**config.mk**
```make
export PLATFORM = sky130hd
export DESIGN_NAME = load_store_unit
export DESIGN_NICKNAME = d
export VERILOG_FILES = /design/src/design/lsu_pkg.sv /design/src/design/lsu_req_align.sv /design/src/design/lsu_rdata_align.sv /design/src/design/lsu_ctrl_fsm.sv /design/src/design/load_store_unit.sv
export SDC_FILE = /design/constraint.sdc
export NUM_CORES = 1
export LEC_CHECK = 0
export ABC_AREA = 1
export BUFFER_PORTS_ARGS = -buffer_cell sky130_fd_sc_hd__buf_2
export CORE_ASPECT_RATIO = 1.75
export CORE_MARGIN = 4
export CORE_UTILIZATION = 40
export CTS_BUF_LIST = sky130_fd_sc_hd__clkbuf_8
export DETAILED_ROUTE_END_ITERATION = 6
export GPL_TIMING_DRIVEN = 0
export PLACE_DENSITY = 0.7
export RECOVER_POWER = 25
export SLEW_MARGIN = 5
export SYNTH_ARGS = -nofsm -noshare
export SYNTH_HDL_FRONTEND = slang
export SYNTH_SLANG_ARGS = --single-unit
```
**constraint.sdc**
```tcl
create_clock -name clk_i -period 2 [get_ports clk_i]
set_input_delay 0 -clock clk_i [delete_from_list [all_inputs] [get_ports clk_i]]
set_output_delay 0 -clock clk_i [all_outputs]
set_load 0.01 [all_outputs]
```
**src/design/lsu_pkg.sv**
```systemverilog
// Load/store unit shared types

package lsu_pkg;

  parameter int unsigned DataWidth = 32;
  parameter int unsigned AddrWidth = 32;

  // access size as encoded by the decoder
  typedef enum logic [1:0] {
    LSU_WORD     = 2'b00,
    LSU_HALF     = 2'b01,
    LSU_BYTE     = 2'b10,
    LSU_BYTE_ALT = 2'b11   // byte, upper encoding
  } lsu_type_e;

  typedef enum logic [2:0] {
    IDLE,
    WAIT_GNT_MIS,
    WAIT_RVALID_MIS,
    WAIT_GNT,
    WAIT_RVALID_MIS_GNTS_DONE
  } ls_fsm_e;

  // request payload from the execute stage, held until done
  typedef struct packed {
    logic                 we;
    lsu_type_e            lsu_type;
    logic                 sign_ext;
    logic [AddrWidth-1:0] addr;
    logic [DataWidth-1:0] wdata;
  } lsu_req_t;

  // one word-aligned request on the data bus
  typedef struct packed {
    logic [AddrWidth-1:0] addr;
    logic                 we;
    logic [3:0]           be;
    logic [DataWidth-1:0] wdata;
  } data_req_t;

  // control of the access in flight
  typedef struct packed {
    logic [1:0] offset;
    lsu_type_e  lsu_type;
    logic       sign_ext;
    logic       we;
  } lsu_ctrl_t;

endpackage

```
**src/design/lsu_req_align.sv**
```systemverilog
// Bus request alignment

`timescale 1ns/1ps

module lsu_req_align import lsu_pkg::*; (
  input  lsu_req_t  req_i,
  input  logic      handle_misaligned_i,  // high for the second half of a split access
  output data_req_t bus_o
);

  logic [1:0]           offset;
  logic [3:0]           be;
  logic [DataWidth-1:0] wdata_rot;

  assign offset = req_i.addr[1:0];

  //////////////////////////////////////////////////////////////////////
  // byte enables
  //////////////////////////////////////////////////////////////////////

  always_comb begin
    be = 4'b1111;
    unique case (req_i.lsu_type)
      LSU_WORD: begin
        if (!handle_misaligned_i) begin
          be = 4'b1111 << offset;   // upper lanes of the first word
        end else begin
          be = 4'b1111 >> (3'd4 - {1'b0, offset});   // lower lanes of the next word
        end
      end
      LSU_HALF: begin
        if (!handle_misaligned_i) begin
          be = (offset == 2'b11) ? 4'b1000 : (4'b0011 << offset);
        end else begin
          be = 4'b0001;  // only offset 3 splits
        end
      end
      LSU_BYTE,
      LSU_BYTE_ALT: be = 4'b0001 << offset;
      default:      be = 4'b1111;
    endcase
  end

  //////////////////////////////////////////////////////////////////////
  // store data lanes
  //////////////////////////////////////////////////////////////////////

  // rotate left by the byte offset so each byte lands on its lane
  always_comb begin
    unique case (offset)
      2'b00:   wdata_rot = req_i.wdata;
      2'b01:   wdata_rot = {req_i.wdata[23:0], req_i.wdata[31:24]};
      2'b10:   wdata_rot = {req_i.wdata[15:0], req_i.wdata[31:16]};
      2'b11:   wdata_rot = {req_i.wdata[7:0], req_i.wdata[31:8]};
      default: wdata_rot = req_i.wdata;
    endcase
  end

  assign bus_o.addr  = {req_i.addr[AddrWidth-1:2], 2'b00};  // always word aligned
  assign bus_o.we    = req_i.we;
  assign bus_o.be    = be;
  assign bus_o.wdata = wdata_rot;

endmodule

```
**src/design/lsu_rdata_align.sv**
```systemverilog
// Load data realignment

`timescale 1ns/1ps

module lsu_rdata_align import lsu_pkg::*; (
  input  logic                 clk_i,
  input  logic                 rst_ni,
  input  logic                 rdata_update_i,  // first half of a split load returns
  input  lsu_ctrl_t            ctrl_i,
  input  logic [DataWidth-1:0] data_rdata_i,
  output logic [DataWidth-1:0] lsu_rdata_o
);

  logic [23:0]          rdata_q;   // bytes 3..1 of the first word
  logic [DataWidth-1:0] rdata_w;
  logic [15:0]          rdata_h;
  logic [7:0]           rdata_b;

  // only the upper lanes of the first word ever reach the result
  always_ff @(posedge clk_i or negedge rst_ni) begin
    if (!rst_ni) begin
      rdata_q <= '0;
    end else if (rdata_update_i) begin
      rdata_q <= data_rdata_i[31:8];
    end
  end

  //////////////////////////////////////////////////////////////////////
  // lane selection
  //////////////////////////////////////////////////////////////////////

  always_comb begin
    unique case (ctrl_i.offset)
      2'b00:   rdata_w = data_rdata_i;
      2'b01:   rdata_w = {data_rdata_i[7:0], rdata_q};
      2'b10:   rdata_w = {data_rdata_i[15:0], rdata_q[23:8]};
      2'b11:   rdata_w = {data_rdata_i[23:0], rdata_q[23:16]};
      default: rdata_w = data_rdata_i;
    endcase
  end

  // halfword at offset 3 spans two words
  always_comb begin
    unique case (ctrl_i.offset)
      2'b00:   rdata_h = data_rdata_i[15:0];
      2'b01:   rdata_h = data_rdata_i[23:8];
      2'b10:   rdata_h = data_rdata_i[31:16];
      2'b11:   rdata_h = {data_rdata_i[7:0], rdata_q[23:16]};
      default: rdata_h = data_rdata_i[15:0];
    endcase
  end

  always_comb begin
    unique case (ctrl_i.offset)
      2'b00:   rdata_b = data_rdata_i[7:0];
      2'b01:   rdata_b = data_rdata_i[15:8];
      2'b10:   rdata_b = data_rdata_i[23:16];
      2'b11:   rdata_b = data_rdata_i[31:24];
      default: rdata_b = data_rdata_i[7:0];
    endcase
  end

  //////////////////////////////////////////////////////////////////////
  // extension by size
  //////////////////////////////////////////////////////////////////////

  always_comb begin
    unique case (ctrl_i.lsu_type)
      LSU_WORD:     lsu_rdata_o = rdata_w;
      LSU_HALF:     lsu_rdata_o = {{16{ctrl_i.sign_ext & rdata_h[15]}}, rdata_h};
      LSU_BYTE,
      LSU_BYTE_ALT: lsu_rdata_o = {{24{ctrl_i.sign_ext & rdata_b[7]}}, rdata_b};
      default:      lsu_rdata_o = rdata_w;
    endcase
  end

endmodule

```
**src/design/lsu_ctrl_fsm.sv**
```systemverilog
// Load/store request FSM

`timescale 1ns/1ps

module lsu_ctrl_fsm import lsu_pkg::*; (
  input  logic                 clk_i,
  input  logic                 rst_ni,
  input  logic                 lsu_req_i,
  input  lsu_req_t             lsu_req_data_i,
  input  logic                 data_gnt_i,
  input  logic                 data_rvalid_i,
  input  logic                 data_err_i,
  input  logic                 data_pmp_err_i,
  output logic                 data_req_o,
  output logic                 addr_incr_req_o,      // core presents addr_last_o + 4
  output logic                 handle_misaligned_o,
  output logic                 rdata_update_o,
  output lsu_ctrl_t            ctrl_q_o,
  output logic [AddrWidth-1:0] addr_last_o,          // for mtval and the second half
  output logic                 lsu_req_done_o,
  output logic                 lsu_resp_valid_o,
  output logic                 lsu_rdata_valid_o,
  output logic                 load_err_o,
  output logic                 store_err_o,
  output logic                 busy_o
);

  ls_fsm_e              ls_fsm_cs, ls_fsm_ns;
  lsu_ctrl_t            ctrl_q, ctrl_d;
  logic [AddrWidth-1:0] addr_last_q, addr_last_d;
  logic                 handle_misaligned_q, handle_misaligned_d;
  logic                 pmp_err_q, pmp_err_d;
  logic                 lsu_err_q, lsu_err_d;   // error seen on the first half
  logic                 addr_update, ctrl_update;
  logic                 split_misaligned;
  logic                 lsu_go;
  logic                 data_or_pmp_err;

  assign ctrl_d = '{offset:   lsu_req_data_i.addr[1:0],
                    lsu_type: lsu_req_data_i.lsu_type,
                    sign_ext: lsu_req_data_i.sign_ext,
                    we:       lsu_req_data_i.we};

  // words off a word boundary and halfwords at offset 3 need two accesses
  assign split_misaligned =
      ((ctrl_d.lsu_type == LSU_WORD) && (ctrl_d.offset != 2'b00)) ||
      ((ctrl_d.lsu_type == LSU_HALF) && (ctrl_d.offset == 2'b11));

  //////////////////////////////////////////////////////////////////////
  // next state
  //////////////////////////////////////////////////////////////////////

  always_comb begin
    ls_fsm_ns           = ls_fsm_cs;
    data_req_o          = 1'b0;
    addr_incr_req_o     = 1'b0;
    handle_misaligned_d = handle_misaligned_q;
    pmp_err_d           = pmp_err_q;
    lsu_err_d           = lsu_err_q;
    addr_update         = 1'b0;
    ctrl_update         = 1'b0;
    rdata_update_o      = 1'b0;
    lsu_go              = 1'b0;

    unique case (ls_fsm_cs)
      IDLE: begin
        pmp_err_d = 1'b0;
        if (lsu_req_i) begin
          data_req_o = 1'b1;
          pmp_err_d  = data_pmp_err_i;  // sampled in the address phase
          lsu_err_d  = 1'b0;
          lsu_go     = 1'b1;
          if (data_gnt_i) begin
            ctrl_update         = 1'b1;
            addr_update         = 1'b1;
            handle_misaligned_d = split_misaligned;
            ls_fsm_ns           = split_misaligned ? WAIT_RVALID_MIS : IDLE;
          end else begin
            ls_fsm_ns           = split_misaligned ? WAIT_GNT_MIS : WAIT_GNT;
          end
        end
      end

      WAIT_GNT_MIS: begin
        data_req_o = 1'b1;
        // a PMP-blocked request never sees a grant
        if (data_gnt_i || pmp_err_q) begin
          addr_update         = 1'b1;
          ctrl_update         = 1'b1;
          handle_misaligned_d = 1'b1;
          ls_fsm_ns           = WAIT_RVALID_MIS;
        end
      end

      WAIT_RVALID_MIS: begin
        data_req_o      = 1'b1;   // second half goes out now
        addr_incr_req_o = 1'b1;
        if (data_rvalid_i || pmp_err_q) begin
          pmp_err_d           = data_pmp_err_i;
          lsu_err_d           = data_err_i | pmp_err_q;
          rdata_update_o      = ~ctrl_q.we;
          ls_fsm_ns           = data_gnt_i ? IDLE : WAIT_GNT;
          addr_update         = data_gnt_i & ~(data_err_i | pmp_err_q);
          handle_misaligned_d = ~data_gnt_i;
        end else if (data_gnt_i) begin
          ls_fsm_ns           = WAIT_RVALID_MIS_GNTS_DONE;  // two requests outstanding
          handle_misaligned_d = 1'b0;
        end
      end

      WAIT_GNT: begin
        addr_incr_req_o = handle_misaligned_q;
        data_req_o      = 1'b1;
        if (data_gnt_i || pmp_err_q) begin
          ctrl_update         = 1'b1;
          addr_update         = ~lsu_err_q;  // keep the failing address
          handle_misaligned_d = 1'b0;
          ls_fsm_ns           = IDLE;
        end
      end

      WAIT_RVALID_MIS_GNTS_DONE: begin
        addr_incr_req_o = 1'b1;   // keeps the second address valid for addr_last
        if (data_rvalid_i) begin
          pmp_err_d      = data_pmp_err_i;
          lsu_err_d      = data_err_i;
          addr_update    = ~data_err_i;
          rdata_update_o = ~ctrl_q.we;
          ls_fsm_ns      = IDLE;
        end
      end

      default: ls_fsm_ns = IDLE;
    endcase
  end

  // first half or aligned access keeps the byte address
  assign addr_last_d = addr_incr_req_o ? {lsu_req_data_i.addr[AddrWidth-1:2], 2'b00}
                                       : lsu_req_data_i.addr;

  always_ff @(posedge clk_i or negedge rst_ni) begin
    if (!rst_ni) begin
      ls_fsm_cs           <= IDLE;
      handle_misaligned_q <= 1'b0;
      pmp_err_q           <= 1'b0;
      lsu_err_q           <= 1'b0;
      ctrl_q              <= '0;
      addr_last_q         <= '0;
    end else begin
      ls_fsm_cs           <= ls_fsm_ns;
      handle_misaligned_q <= handle_misaligned_d;
      pmp_err_q           <= pmp_err_d;
      lsu_err_q           <= lsu_err_d;
      if (ctrl_update) ctrl_q <= ctrl_d;
      if (addr_update) addr_last_q <= addr_last_d;
    end
  end

  //////////////////////////////////////////////////////////////////////
  // outputs
  //////////////////////////////////////////////////////////////////////

  assign data_or_pmp_err     = lsu_err_q | data_err_i | pmp_err_q;

  assign lsu_req_done_o      = (lsu_go | (ls_fsm_cs != IDLE)) & (ls_fsm_ns == IDLE);
  assign lsu_resp_valid_o    = (data_rvalid_i | pmp_err_q) & (ls_fsm_cs == IDLE);
  assign lsu_rdata_valid_o   = (ls_fsm_cs == IDLE) & data_rvalid_i & ~data_or_pmp_err &
                               ~ctrl_q.we;
  assign load_err_o          = data_or_pmp_err & ~ctrl_q.we & lsu_resp_valid_o;
  assign store_err_o         = data_or_pmp_err &  ctrl_q.we & lsu_resp_valid_o;

  assign handle_misaligned_o = handle_misaligned_q;
  assign ctrl_q_o            = ctrl_q;
  assign addr_last_o         = addr_last_q;
  assign busy_o              = (ls_fsm_cs != IDLE);

endmodule

```
**src/design/load_store_unit.sv**
```systemverilog
// Data-side load/store unit

`timescale 1ns/1ps

module load_store_unit import lsu_pkg::*; (
  input  logic                 clk_i,
  input  logic                 rst_ni,

  // execute stage
  input  logic                 lsu_req_i,
  input  lsu_req_t             lsu_req_i_data,
  output logic [DataWidth-1:0] lsu_rdata_o,
  output logic                 lsu_rdata_valid_o,
  output logic                 addr_incr_req_o,
  output logic [AddrWidth-1:0] addr_last_o,
  output logic                 lsu_req_done_o,
  output logic                 lsu_resp_valid_o,
  output logic                 load_err_o,
  output logic                 store_err_o,
  output logic                 busy_o,

  // data bus
  output logic                 data_req_o,
  output data_req_t            data_bus_o,
  input  logic                 data_gnt_i,
  input  logic                 data_rvalid_i,
  input  logic [DataWidth-1:0] data_rdata_i,
  input  logic                 data_err_i,
  input  logic                 data_pmp_err_i
);

  logic      handle_misaligned;
  logic      rdata_update;
  lsu_ctrl_t ctrl_q;

  lsu_ctrl_fsm u_ctrl_fsm (
    .clk_i               (clk_i),
    .rst_ni              (rst_ni),
    .lsu_req_i           (lsu_req_i),
    .lsu_req_data_i      (lsu_req_i_data),
    .data_gnt_i          (data_gnt_i),
    .data_rvalid_i       (data_rvalid_i),
    .data_err_i          (data_err_i),
    .data_pmp_err_i      (data_pmp_err_i),
    .data_req_o          (data_req_o),
    .addr_incr_req_o     (addr_incr_req_o),
    .handle_misaligned_o (handle_misaligned),
    .rdata_update_o      (rdata_update),
    .ctrl_q_o            (ctrl_q),
    .addr_last_o         (addr_last_o),
    .lsu_req_done_o      (lsu_req_done_o),
    .lsu_resp_valid_o    (lsu_resp_valid_o),
    .lsu_rdata_valid_o   (lsu_rdata_valid_o),
    .load_err_o          (load_err_o),
    .store_err_o         (store_err_o),
    .busy_o              (busy_o)
  );

  lsu_req_align u_req_align (
    .req_i               (lsu_req_i_data),
    .handle_misaligned_i (handle_misaligned),
    .bus_o               (data_bus_o)
  );

  lsu_rdata_align u_rdata_align (
    .clk_i          (clk_i),
    .rst_ni         (rst_ni),
    .rdata_update_i (rdata_update),
    .ctrl_i         (ctrl_q),
    .data_rdata_i   (data_rdata_i),
    .lsu_rdata_o    (lsu_rdata_o)
  );

endmodule

```
==> results of run 1 <==
-- state kept, by name (all words and copies together), names as in the netlist --
name and flops:
u_ctrl_fsm.pmp_err_q 1, u_ctrl_fsm.ls_fsm_cs 3, u_ctrl_fsm.ctrl_q_o 6, u_rdata_align.rdata_q 24
u_ctrl_fsm.addr_last_o 32, u_ctrl_fsm.lsu_err_q 1, u_ctrl_fsm.handle_misaligned_o 1
-- cell usage after synthesis, types with 2 or more instances --
cell,count,area share
nand2_1,341,0.22
nor2_1,90,0.058
nand3_1,77,0.066
dfrtp_1,68,0.29
a21oi_1,60,0.051
o21ai_0,58,0.050
inv_1,54,0.035
buf_4,37,0.047
a31oi_1,32,0.034
clkbuf_1,31,0.020
nand4_1,20,0.021
buf_2,19,0.016
o21ai_1,14,0.012
nor3_1,9,0.0077
o211ai_1,8,0.010
ha_1,7,0.015
o21ai_2,7,0.010
buf_6,5,0.0096
inv_2,3,0.0019
nand2_2,3,0.0032
nor2_4,3,0.0058
clkinv_1,2,0.0013
nand3_2,2,0.0034
nor2_2,2,0.0021
-- kinds of logic after synthesis --
family,Yosys count,synth area share
and+or+nand+nor,548,0.387
AOI/OAI and AO/OA,183,0.173
buffers and inverters,152,0.133
DFF,68,0.290
adders and majority gates,7,0.0149
other,1,0.000640
-- power by group through the flow --
stage          sequential, mW  combinational [mW]  clock (mW)
6_report                 2.56                7.71        1.15
2_1_floorplan            2.58                4.34           0
4_1_cts                  2.53                7.48        1.20
3_5_place_dp             2.54                7.20           0
3_3_place_gp             2.52                7.13           0
5_1_grt                  2.64                8.47        1.25
-- layout by cell type (no fill, tap or decap), types with 2 or more instances in the layout --
cell             n
nand2_1        340
nor2_1          85
clkbuf_8        10
o21ai_1         18
dlygate4sd3_1   60
ha_1             7
o21ai_0         54
inv_2            4
nand2_2          3
clkbuf_2         6
clkbuf_4         5
inv_1           53
a31oi_1         32
nand4_1         20
nor3_1           8
nand3_1         77
o211ai_1         8
dfrtp_1         66
buf_4           48
buf_6           11
clkinv_2         4
nor2_2           3
a21oi_1         60
nor2_4           7
dfrtp_2          2
conb_1           2
o21ai_2          6
clkbuf_1        22
buf_2          251
-- layer usage --
layer / vias up / wire length (um) / GRT usage / part of all wire
met3: 132 / 2120 / 0.0423 / 0.082
met1: 3570 / 8730 / 0.318 / 0.34
li1: 3768 / - / - / -
met2: 528 / 13400 / 0.549 / 0.52
met4: 0 / 1560 / 0.200 / 0.060
met5: - / 0 / 0 / 0
-- final cells by class --
class                   count  area [um^2]
well taps                 180          225
plain buffers              92          623
fillers                  1490         6050
repair buffers            313         1910
multi-input cells         740         3440
inverters                  59          223
diodes                      1         2.50
flip-flops and latches     68         1700
clock buffers              10          138
clock inverters             5         52.6
-- path summary, 6_finish.rpt --
| check | end | slack [ns] | cells after the start |
|---|---|---|---|
| max in group asynchronous | u_rdata_align.rdata_q[17] | 1.08 | 3 |
| max reg2reg | u_rdata_align.rdata_q[20] | 0.28 | 9 |
| min reg2reg | u_rdata_align.rdata_q[7] | 0.49 | 2 |
| min | u_rdata_align.rdata_q[11] | 0.03 | 3 |
| max | lsu_rdata_o[27] | 0.10 | 9 |
| min in group asynchronous | u_rdata_align.rdata_q[1] | 0.32 | 3 |
-- critical path: stages, from the launching register on --
cell	delay (ns)
dfrtp_1	0.37
buf_6	0.14
inv_2	0.10
buf_6	0.15
nand3_1	0.09
nand4_1	0.16
nand3_4	0.13
clkbuf_4	0.20
nand3_1	0.08
buf_2	0.13
-- timing repair --
action                                 4_1_cts  5_1_grt
hold buffers                                60        0
pin swaps                                    1        3
setup endpoints to repair                   32       33
gates cloned                                 0        1
resized for setup                           24       33
endpoints found under the hold margin      126        0
buffers inserted                             5        3
==> impl_metrics.csv, run 1 <==
group,metric,value,unit
clock_tree,clk_latency,0.34,ns
synthesis,ys_ff_latch,68,
sta,clock_skew,0.00829,ns
placement,port_buffers,243,
sta,holdWs,0.0265,ns
power,swShare,0.519,
finish,final_util,0.579,
min_path,worstHoldStart,"data_rdata_i[19]",
floorplan,die_area,0.0167,mm^2
finish,nets,1397,
clock_tree,root_buffer,"clkbuf_8",
critical_path,crit_arrival,1.90,ns
clock_tree,cts_max_path_buffers,2,
synthesis,synth.distinct_cells,31,
power,ir_drop,0.000488,V
power,pwr-share-seq,0.224,
sta,max_freq,527,MHz
global_route,grt_max_degree,64,
power,clockPowerShare,0.101,
detailed_routing,viasPerCell,5.45,
sta,slew_violations,0,
placement,post-place-ws,-0.0593,ns
clock_tree,cts_buffers,9,
finish,layout.cells.non_filler,1468,
sta,max-slew-margin-rel,0.593,
detailed_routing,drt_wl_total,25.8,mm
power,internal_power,5.49,mW
detailed_routing,route.detailed.drc,0,
run_status,status,"finished clean",
floorplan,die_y,168,um
synthesis,synth_cells,959,
critical_path,cp-end-kind,"primary output",
synthesis,netlist_area,0.00586,mm^2
power,p_total,11.4,mW
min_path,hp-class,"input pin to flip-flop",
floorplan,core,0.0144,mm^2
global_route,grt_usage,0.303,
power,switching_power,5.93,mW
job,cap_violations,0,
critical_path,required,2.00,ns
global_route,grt_overflow,0,
critical_path,path_max_fanout,10,
finish,area_growth,41.9,%
power,p_comb_frac,0.675,
floorplan,num_rows,58,
synthesis,yosysSeqAreaShare,0.290,
synthesis,synth-main-ff-cell,"dfrtp_1",
synthesis,synth_edf_count,0,
critical_path,critPathLaunchType,"flip-flop",
placement,dp_cells,1384,
global_route,grt_pass1_vias,8123,
global_route,grt_antenna_before_repair,0,
detailed_routing,routedWlPerCell,17.5,um
sta,rsz0062_at_grt,"false",
placement,place_hpwl,19.3,mm
clock_tree,clock_sinks,68,
finish,fin_area,0.00832,mm^2
floorplan,die_w,99.5,um
clock_tree,cts_htree_levels,3,
placement,place_area,0.00734,mm^2
sta,fin_crit,1.90,ns
floorplan,io-pin-count,248,
detailed_routing,drt_first_iter_violations,502,
detailed_routing,ant_nets,0,
synthesis,synth_warnings,0,
sta,tns,0,ns
synthesis,async_flop_share,1.00,
clock_tree,cts_tree,"done",
power,cellLeakagePower,4.51,nW
sta,period_share,0.949,
placement,place_congestion,1.01,
sta,finalHoldViolCount,0,
sta,setup_viol_count_final,0,
floorplan,initial_core_util,0.408,
global_route,grt_pass1_wl,40.6,mm
critical_path,reg2reg_from,"u_ctrl_fsm.ls_fsm_cs[0]",
critical_path,criticalPathCategory,"flip-flop to primary output",
synthesis,syn_area_per_cell,6.11,um^2
detailed_routing,vias,7998,
critical_path,critPathLaunch,"u_ctrl_fsm.ctrl_q_o[4]",
detailed_routing,drt_pass1_iterations,5,
finish,drive_gt1_frac,0.287,
sta,setup_ws,0.103,ns
clock_tree,clk_pin_slew,0.08,ns
power,p_per_area,1370,mW/mm^2
sta,worst_pin_slew,0.610,ns
Note: power is estimated with default switching activity, not from simulation.
==> run 2: changes to the inputs <==
Settings changed: ABC_AREA 1 to not set.
==> run 2 against run 1 <==
  * The flow now finishes with violations (capacitance limit, slew limit, setup timing)
  * Flip-flop and latch count unchanged
  * Sequential power up 3%
  * Count of clock-buffer cells in the layout down 1
  * Synthesized cell count down 40%
  * Maximum frequency down 7.4%
  * Utilization up 4.0 points
  * Final cell count down 25%
  * Via count down 21%
  * Setup slack worse by 0.15 ns
  * Global-route usage down 4.8 points
  * Synthesized area down 3.2%
  * Design area up 3.5%
==> impl_metrics.csv, run 2 <==
group,metric,value,unit
floorplan,die_w,98.0,um
detailed_routing,drt_pass1_iterations,6,
synthesis,synth_area_leader_cell,"dfrtp_1",
floorplan,num_rows,57,
clock_tree,clk_latency,0.36,ns
synthesis,synth_commonest_cells,"nor2_1, dfrtp_1, nand2_1",
finish,layout_commonest_cell,"buf_2",
clock_tree,cts_buffers,9,
synthesis,synth_cells,576,
global_route,grt_max_degree,47,
power,p_comb_frac,0.712,
sta,holdWs,0.0623,ns
floorplan,io-pin-count,248,
min_path,hp-class,"input pin to flip-flop",
sta,period_share,1.02,
finish,area_growth,51.8,%
detailed_routing,drt_first_iter_violations,593,
critical_path,required,2.00,ns
clock_tree,cts_max_path_buffers,2,
placement,port_buffers,243,
sta,finalHoldViolCount,0,
power,swShare,0.433,
job,cap_violations,1,
power,internal_power,7.24,mW
sta,fin_crit,2.05,ns
synthesis,synth_edf_count,0,
synthesis,yosysSeqAreaShare,0.300,
clock_tree,cts_tree,"done",
floorplan,initial_core_util,0.408,
run_status,status,"finished, violations left",
sta,tns,-0.386,ns
sta,clock_skew,0.0127,ns
critical_path,critPathLaunchType,"flip-flop",
critical_path,slowest_stage,"mux4_2",
global_route,grt_overflow,0,
sta,worst_pin_slew,1.55,ns
finish,num-fill-cells,1137,
power,p_per_area,1480,mW/mm^2
critical_path,slowest_delay,0.54,ns
min_path,worstHoldStart,"lsu_req_i_data[66]",
run_status,violations,"capacitance limit, slew limit, setup timing",
sta,slew_violations,23,
power,switching_power,5.53,mW
sta,setup_ws,-0.0492,ns
critical_path,path_max_fanout,6,
synthesis,netlist_area,0.00568,mm^2
sta,max_freq,488,MHz
clock_tree,cts_htree_levels,3,
power,ir_drop,0.000513,V
global_route,grt_usage,0.255,
detailed_routing,drt_wl_total,21.9,mm
power,clockPowerShare,0.082,
global_route,grt_pass1_vias,6523,
finish,layout_common_cells,"buf_2, dfrtp_1, nor2_1, dlygate4sd3_1, buf_4",
global_route,grt_antenna_before_repair,0,
sta,rsz0062_at_grt,"true",
finish,largest_register_ffs,32,
critical_path,cp-end-kind,"primary output",
synthesis,synth_area_leaders,"dfrtp_1, mux4_2, mux2_4",
detailed_routing,routedWlPerCell,19.9,um
critical_path,crit_family,"buffers and inverters",
floorplan,core,0.0139,mm^2
critical_path,reg2reg_from,"u_ctrl_fsm.ls_fsm_cs[0]",
sta,setup_viol_count_final,16,
floorplan,die_area,0.0162,mm^2
synthesis,synth_top_cell_area_share,0.300,
global_route,grt_pass1_wl,32.9,mm
clock_tree,root_buffer,"clkbuf_8",
power,cellLeakagePower,4.06,nW
synthesis,synth-main-ff-cell,"dfrtp_1",
placement,place_congestion,0.917,
clock_tree,clk_pin_slew,0.08,ns
detailed_routing,route.detailed.drc,0,
detailed_routing,vias,6349,
synthesis,synth.distinct_cells,54,
placement,place_hpwl,15.4,mm
synthesis,synth_warnings,0,
critical_path,crit_chain,"buf_6 -> mux4_2 -> a41oi_4 -> buf_12 -> buf_12 -> nand2_2 -> buf_6",
power,p_total,12.8,mW
critical_path,critPathLaunch,"u_ctrl_fsm.ctrl_q_o[4]",
synthesis,syn_area_per_cell,9.85,um^2
detailed_routing,ant_nets,0,
floorplan,die_y,166,um
power,pwr-share-seq,0.206,
finish,nets,1029,
synthesis,yosysMostFrequentCell,"nor2_1",
detailed_routing,viasPerCell,5.78,
synthesis,ys_ff_latch,68,
finish,drive_gt1_frac,0.534,
critical_path,crit_arrival,2.05,ns
critical_path,criticalPathCategory,"flip-flop to primary output",
critical_path,crit_buf_inv,4,
synthesis,async_flop_share,1.00,
sta,max-slew-margin-rel,-0.0313,
clock_tree,clock_sinks,68,
[run 2: repair_timing]
action                     CTS  global route
buffers inserted            13             8
resized for setup           68            69
hold endpoints to repair   131             0
cloned                       1             0
setup endpoints to repair   82            82
pin swaps                    4             7
hold buffers                62             0
[run 2: through the flow]
| stage | cell area [um^2] | setup WS, ns | cells | utilization |
|---|---|---|---|---|
| 6_report | 8620 | -0.0492 | 1098 | 0.620 |
| 3_3_place_gp | 7120 | -0.167 | 997 | 0.512 |
| 2_1_floorplan | 5680 | 0.239 | 577 | - |
| 3_5_place_dp | 7150 | -0.189 | 998 | 0.514 |
| 4_1_cts | 8290 | -0.0815 | 1090 | 0.596 |
| 5_1_grt | 8610 | -0.132 | 1097 | 0.619 |
[run 2: final cells by class]
type	instances	area, um^2	area share
sequential	68	1710	0.198
multi-input combinational	411	3670	0.427
antenna	1	2.50	0.000290
timing repair buffer	328	2150	0.250
tap	177	221	0.0257
clock buffer	9	124	0.0144
clock inverter	7	52.6	0.00610
buffer	80	617	0.0716
inverter	17	63.8	0.00741
[run 2: cell families (layout without fill, tap and decap cells)]
logic type / Yosys count / count (layout) / synth area share
AOI/OAI and AO/OA: 143 / 143 / 0.185
adders and majority gates: 7 / 7 / 0.0154
buffers and inverters: 98 / 441 / 0.101
DFF: 68 / 68 / 0.300
muxes: 107 / 107 / 0.285
other: 1 / 3 / 0.000661
and+or+nand+nor: 152 / 152 / 0.114
[run 2: power groups by stage]
stage / clock, mW / sequential, mW / combinational (mW)
finish: 1.04 / 2.63 / 9.09
global route: 1.14 / 2.71 / 9.67
CTS: 1.08 / 2.58 / 8.12
detailed placement: 0 / 2.58 / 7.20
global placement: 0 / 2.56 / 7.10
floorplan: 0 / 2.63 / 4.72
[run 2: metal layers]
layer | vias up | share of wire | track usage
met4 | 0 | 0.048 | 0.160
met3 | 91 | 0.074 | 0.0370
met1 | 3018 | 0.33 | 0.262
met5 | - | 0 | 0
met2 | 427 | 0.55 | 0.478
li1 | 2813 | - | -
[run 2: worst paths after layout]
path / to / slack [ns] / cells after the start
hold reg to reg: u_ctrl_fsm.addr_last_o[16] / 0.51 / 1
setup reg to reg: u_ctrl_fsm.addr_last_o[16] / 0.12 / 6
setup / recovery: lsu_rdata_o[16] / -0.05 / 7
max in group asynchronous: u_ctrl_fsm.ctrl_q_o[5] / 0.46 / 3
min in group asynchronous: u_ctrl_fsm.addr_last_o[10] / 0.61 / 2
hold / removal: u_ctrl_fsm.ctrl_q_o[3] / 0.06 / 3
[run 2: tightest hold or removal path: stages]
cell and delay (ns):
clkbuf_1 0.18, inv_1 0.13, mux2i_1 0.07
==> run 3: changes to the inputs <==
Settings changed: CORE_MARGIN 4 to 3.
==> run 3 against run 2 <==
  * The flow finishes with violations (setup timing)
  * Count of clock-buffer cells in the layout unchanged
  * Clock skew rose by 0.0069 ns
  * Utilization is 1.2 points lower
  * Critical path depth decreased by 1
  * Critical endpoint unchanged
  * Largest cell class unchanged
  * Highest routed layer unchanged
==> impl_metrics.csv, run 3 (synthesis results as in run 2) <==
group,metric,value,unit
critical_path,crit_chain,"buf_6 -> mux4_2 -> a41oi_4 -> buf_6 -> nand2_1 -> buf_2",
sta,finalHoldViolCount,0,
finish,largest_register_ffs,32,
global_route,grt_max_degree,37,
critical_path,crit_buf_inv,3,
job,cap_violations,0,
sta,setup_ws,-0.0949,ns
critical_path,crit_arrival,2.09,ns
finish,layout_commonest_cell,"buf_2",
critical_path,critPathLaunchType,"flip-flop",
critical_path,slowest_stage,"mux4_2",
sta,slew_violations,0,
global_route,grt_overflow,0,
detailed_routing,route.detailed.drc,0,
sta,fin_crit,2.09,ns
clock_tree,clock_sinks,68,
clock_tree,root_buffer,"clkbuf_8",
global_route,grt_antenna_before_repair,1,
power,p_per_area,1470,mW/mm^2
critical_path,slowest_delay,0.55,ns
clock_tree,cts_htree_levels,3,
critical_path,criticalPathCategory,"flip-flop to primary output",
finish,layout.cells.non_filler,1093,
floorplan,io-pin-count,248,
detailed_routing,viasPerCell,5.75,
placement,post-place-ws,-0.177,ns
detailed_routing,routedWlPerCell,19.5,um
floorplan,num_rows,57,
detailed_routing,drt_first_iter_violations,558,
sta,tns,-1.13,ns
clock_tree,cts_tree,"done",
floorplan,core,0.0139,mm^2
sta,worst_pin_slew,0.894,ns
critical_path,crit_family,"multiplexers",
finish,num-fill-cells,1202,
sta,max_freq,477,MHz
power,cellLeakagePower,4.02,nW
placement,place_congestion,0.917,
critical_path,cp-end-kind,"primary output",
placement,dp_cells,998,
clock_tree,clk_pin_slew,0.08,ns
sta,max-slew-margin-rel,0.404,
detailed_routing,vias,6290,
run_status,status,"finished, violations left",
detailed_routing,drt_pass1_iterations,7,
placement,port_buffers,243,
floorplan,die_area,0.0157,mm^2
clock_tree,clk_latency,0.36,ns
placement,place_hpwl,15.2,mm
finish,nets,1024,
floorplan,initial_core_util,0.408,
finish,final_util,0.608,
power,p_total,12.4,mW
critical_path,required,2.00,ns
critical_path,path_max_fanout,6,
finish,layout_common_cells,"buf_2, nor2_1, dlygate4sd3_1, dfrtp_1",
detailed_routing,drt_wl_total,21.3,mm
sta,rsz0062_at_grt,"true",
critical_path,crit_path_frequent_cell,"buf_6",
detailed_routing,ant_nets,0,
clock_tree,cts_max_path_buffers,2,
global_route,grt_usage,0.267,
finish,area_growth,48.9,%
floorplan,die_y,164,um
global_route,grt_pass1_wl,32.5,mm
sta,setup_viol_count_final,16,
floorplan,die_w,96.0,um
clock_tree,cts_buffers,9,
min_path,hp-class,"input pin to flip-flop",
sta,period_share,1.05,
global_route,grt_pass1_vias,6358,
power,ir_drop,0.000463,V
sta,clock_skew,0.0196,ns
run_status,violations,"setup timing",
finish,drive_gt1_frac,0.519,
run 3: worst paths after layout:
| path | startpoint | end | slack (ns) | cells after the start |
|---|---|---|---|---|
| hold / removal | lsu_req_i_data[66] | u_ctrl_fsm.ctrl_q_o[3] | 0.08 | 3 |
| hold reg to reg | u_ctrl_fsm.addr_last_o[10] | u_ctrl_fsm.addr_last_o[10] | 0.51 | 1 |
| min in group asynchronous | rst_ni | u_ctrl_fsm.addr_last_o[22] | 0.31 | 2 |
| max in group asynchronous | rst_ni | u_ctrl_fsm.ctrl_q_o[3] | 0.22 | 3 |
| setup / recovery | u_ctrl_fsm.ctrl_q_o[4] | lsu_rdata_o[16] | -0.09 | 6 |
| setup reg to reg | u_ctrl_fsm.ls_fsm_cs[2] | u_ctrl_fsm.addr_last_o[6] | 0.12 | 6 |
run 3: timing repair:
| action | CTS | global route |
|---|---|---|
| gates resized for setup | 53 | 53 |
| hold buffers | 63 | 0 |
| cloned | 1 | 0 |
| buffers inserted | 12 | 3 |
| hold endpoints to repair | 104 | 0 |
| pin swaps | 4 | 2 |
| setup endpoints to repair | 82 | 34 |
run 3: stage by stage:
stage / hold slack (ns) / area [um^2]
floorplan: -0.296 / 5680
global placement: 0.232 / 7120
detailed placement: -0.0195 / 7140
CTS: 0.0567 / 8250
global route: 0.0879 / 8450
finish: 0.0847 / 8450
run 3: power breakdown:
| part | internal (mW) | leakage (nW) | switching (mW) |
|---|---|---|---|
| Combinational | 4.45 | 3.11 | 4.21 |
| Sequential | 2.08 | 0.802 | 0.529 |
| Clock | 0.585 | 0.102 | 0.600 |
| Total | 7.11 | 4.02 | 5.34 |
run 3: layer usage:
layer  wire (um)  part of all wire  GRT usage  vias up
met5           0                 0          0        -
met4        1080             0.050      0.154        0
met3        1570             0.074     0.0415       95
met2       11800              0.55      0.497      416
met1        6870              0.32      0.269     2964
li1            -                 -          -     2815
run 3: layout make-up:
type	count	area [um^2]	share of cell area
Multi-Input combinational cell	411	3580	0.424
Timing Repair Buffer	323	2070	0.245
Sequential cell	68	1710	0.202
Buffer	80	603	0.0714
Tap cell	177	221	0.0262
Clock buffer	9	124	0.0147
Clock inverter	7	76.3	0.00903
Inverter	17	63.8	0.00755
Antenna cell	1	2.50	0.000296
run 3: worst reg2reg max path: cells and delay by family (launching register included):
kind | cells | cell delay [ns]
compound gates | 2 | 0.25
buf+inv | 2 | 0.33
flops | 1 | 0.44
mux | 1 | 0.30
simple gates | 1 | 0.42
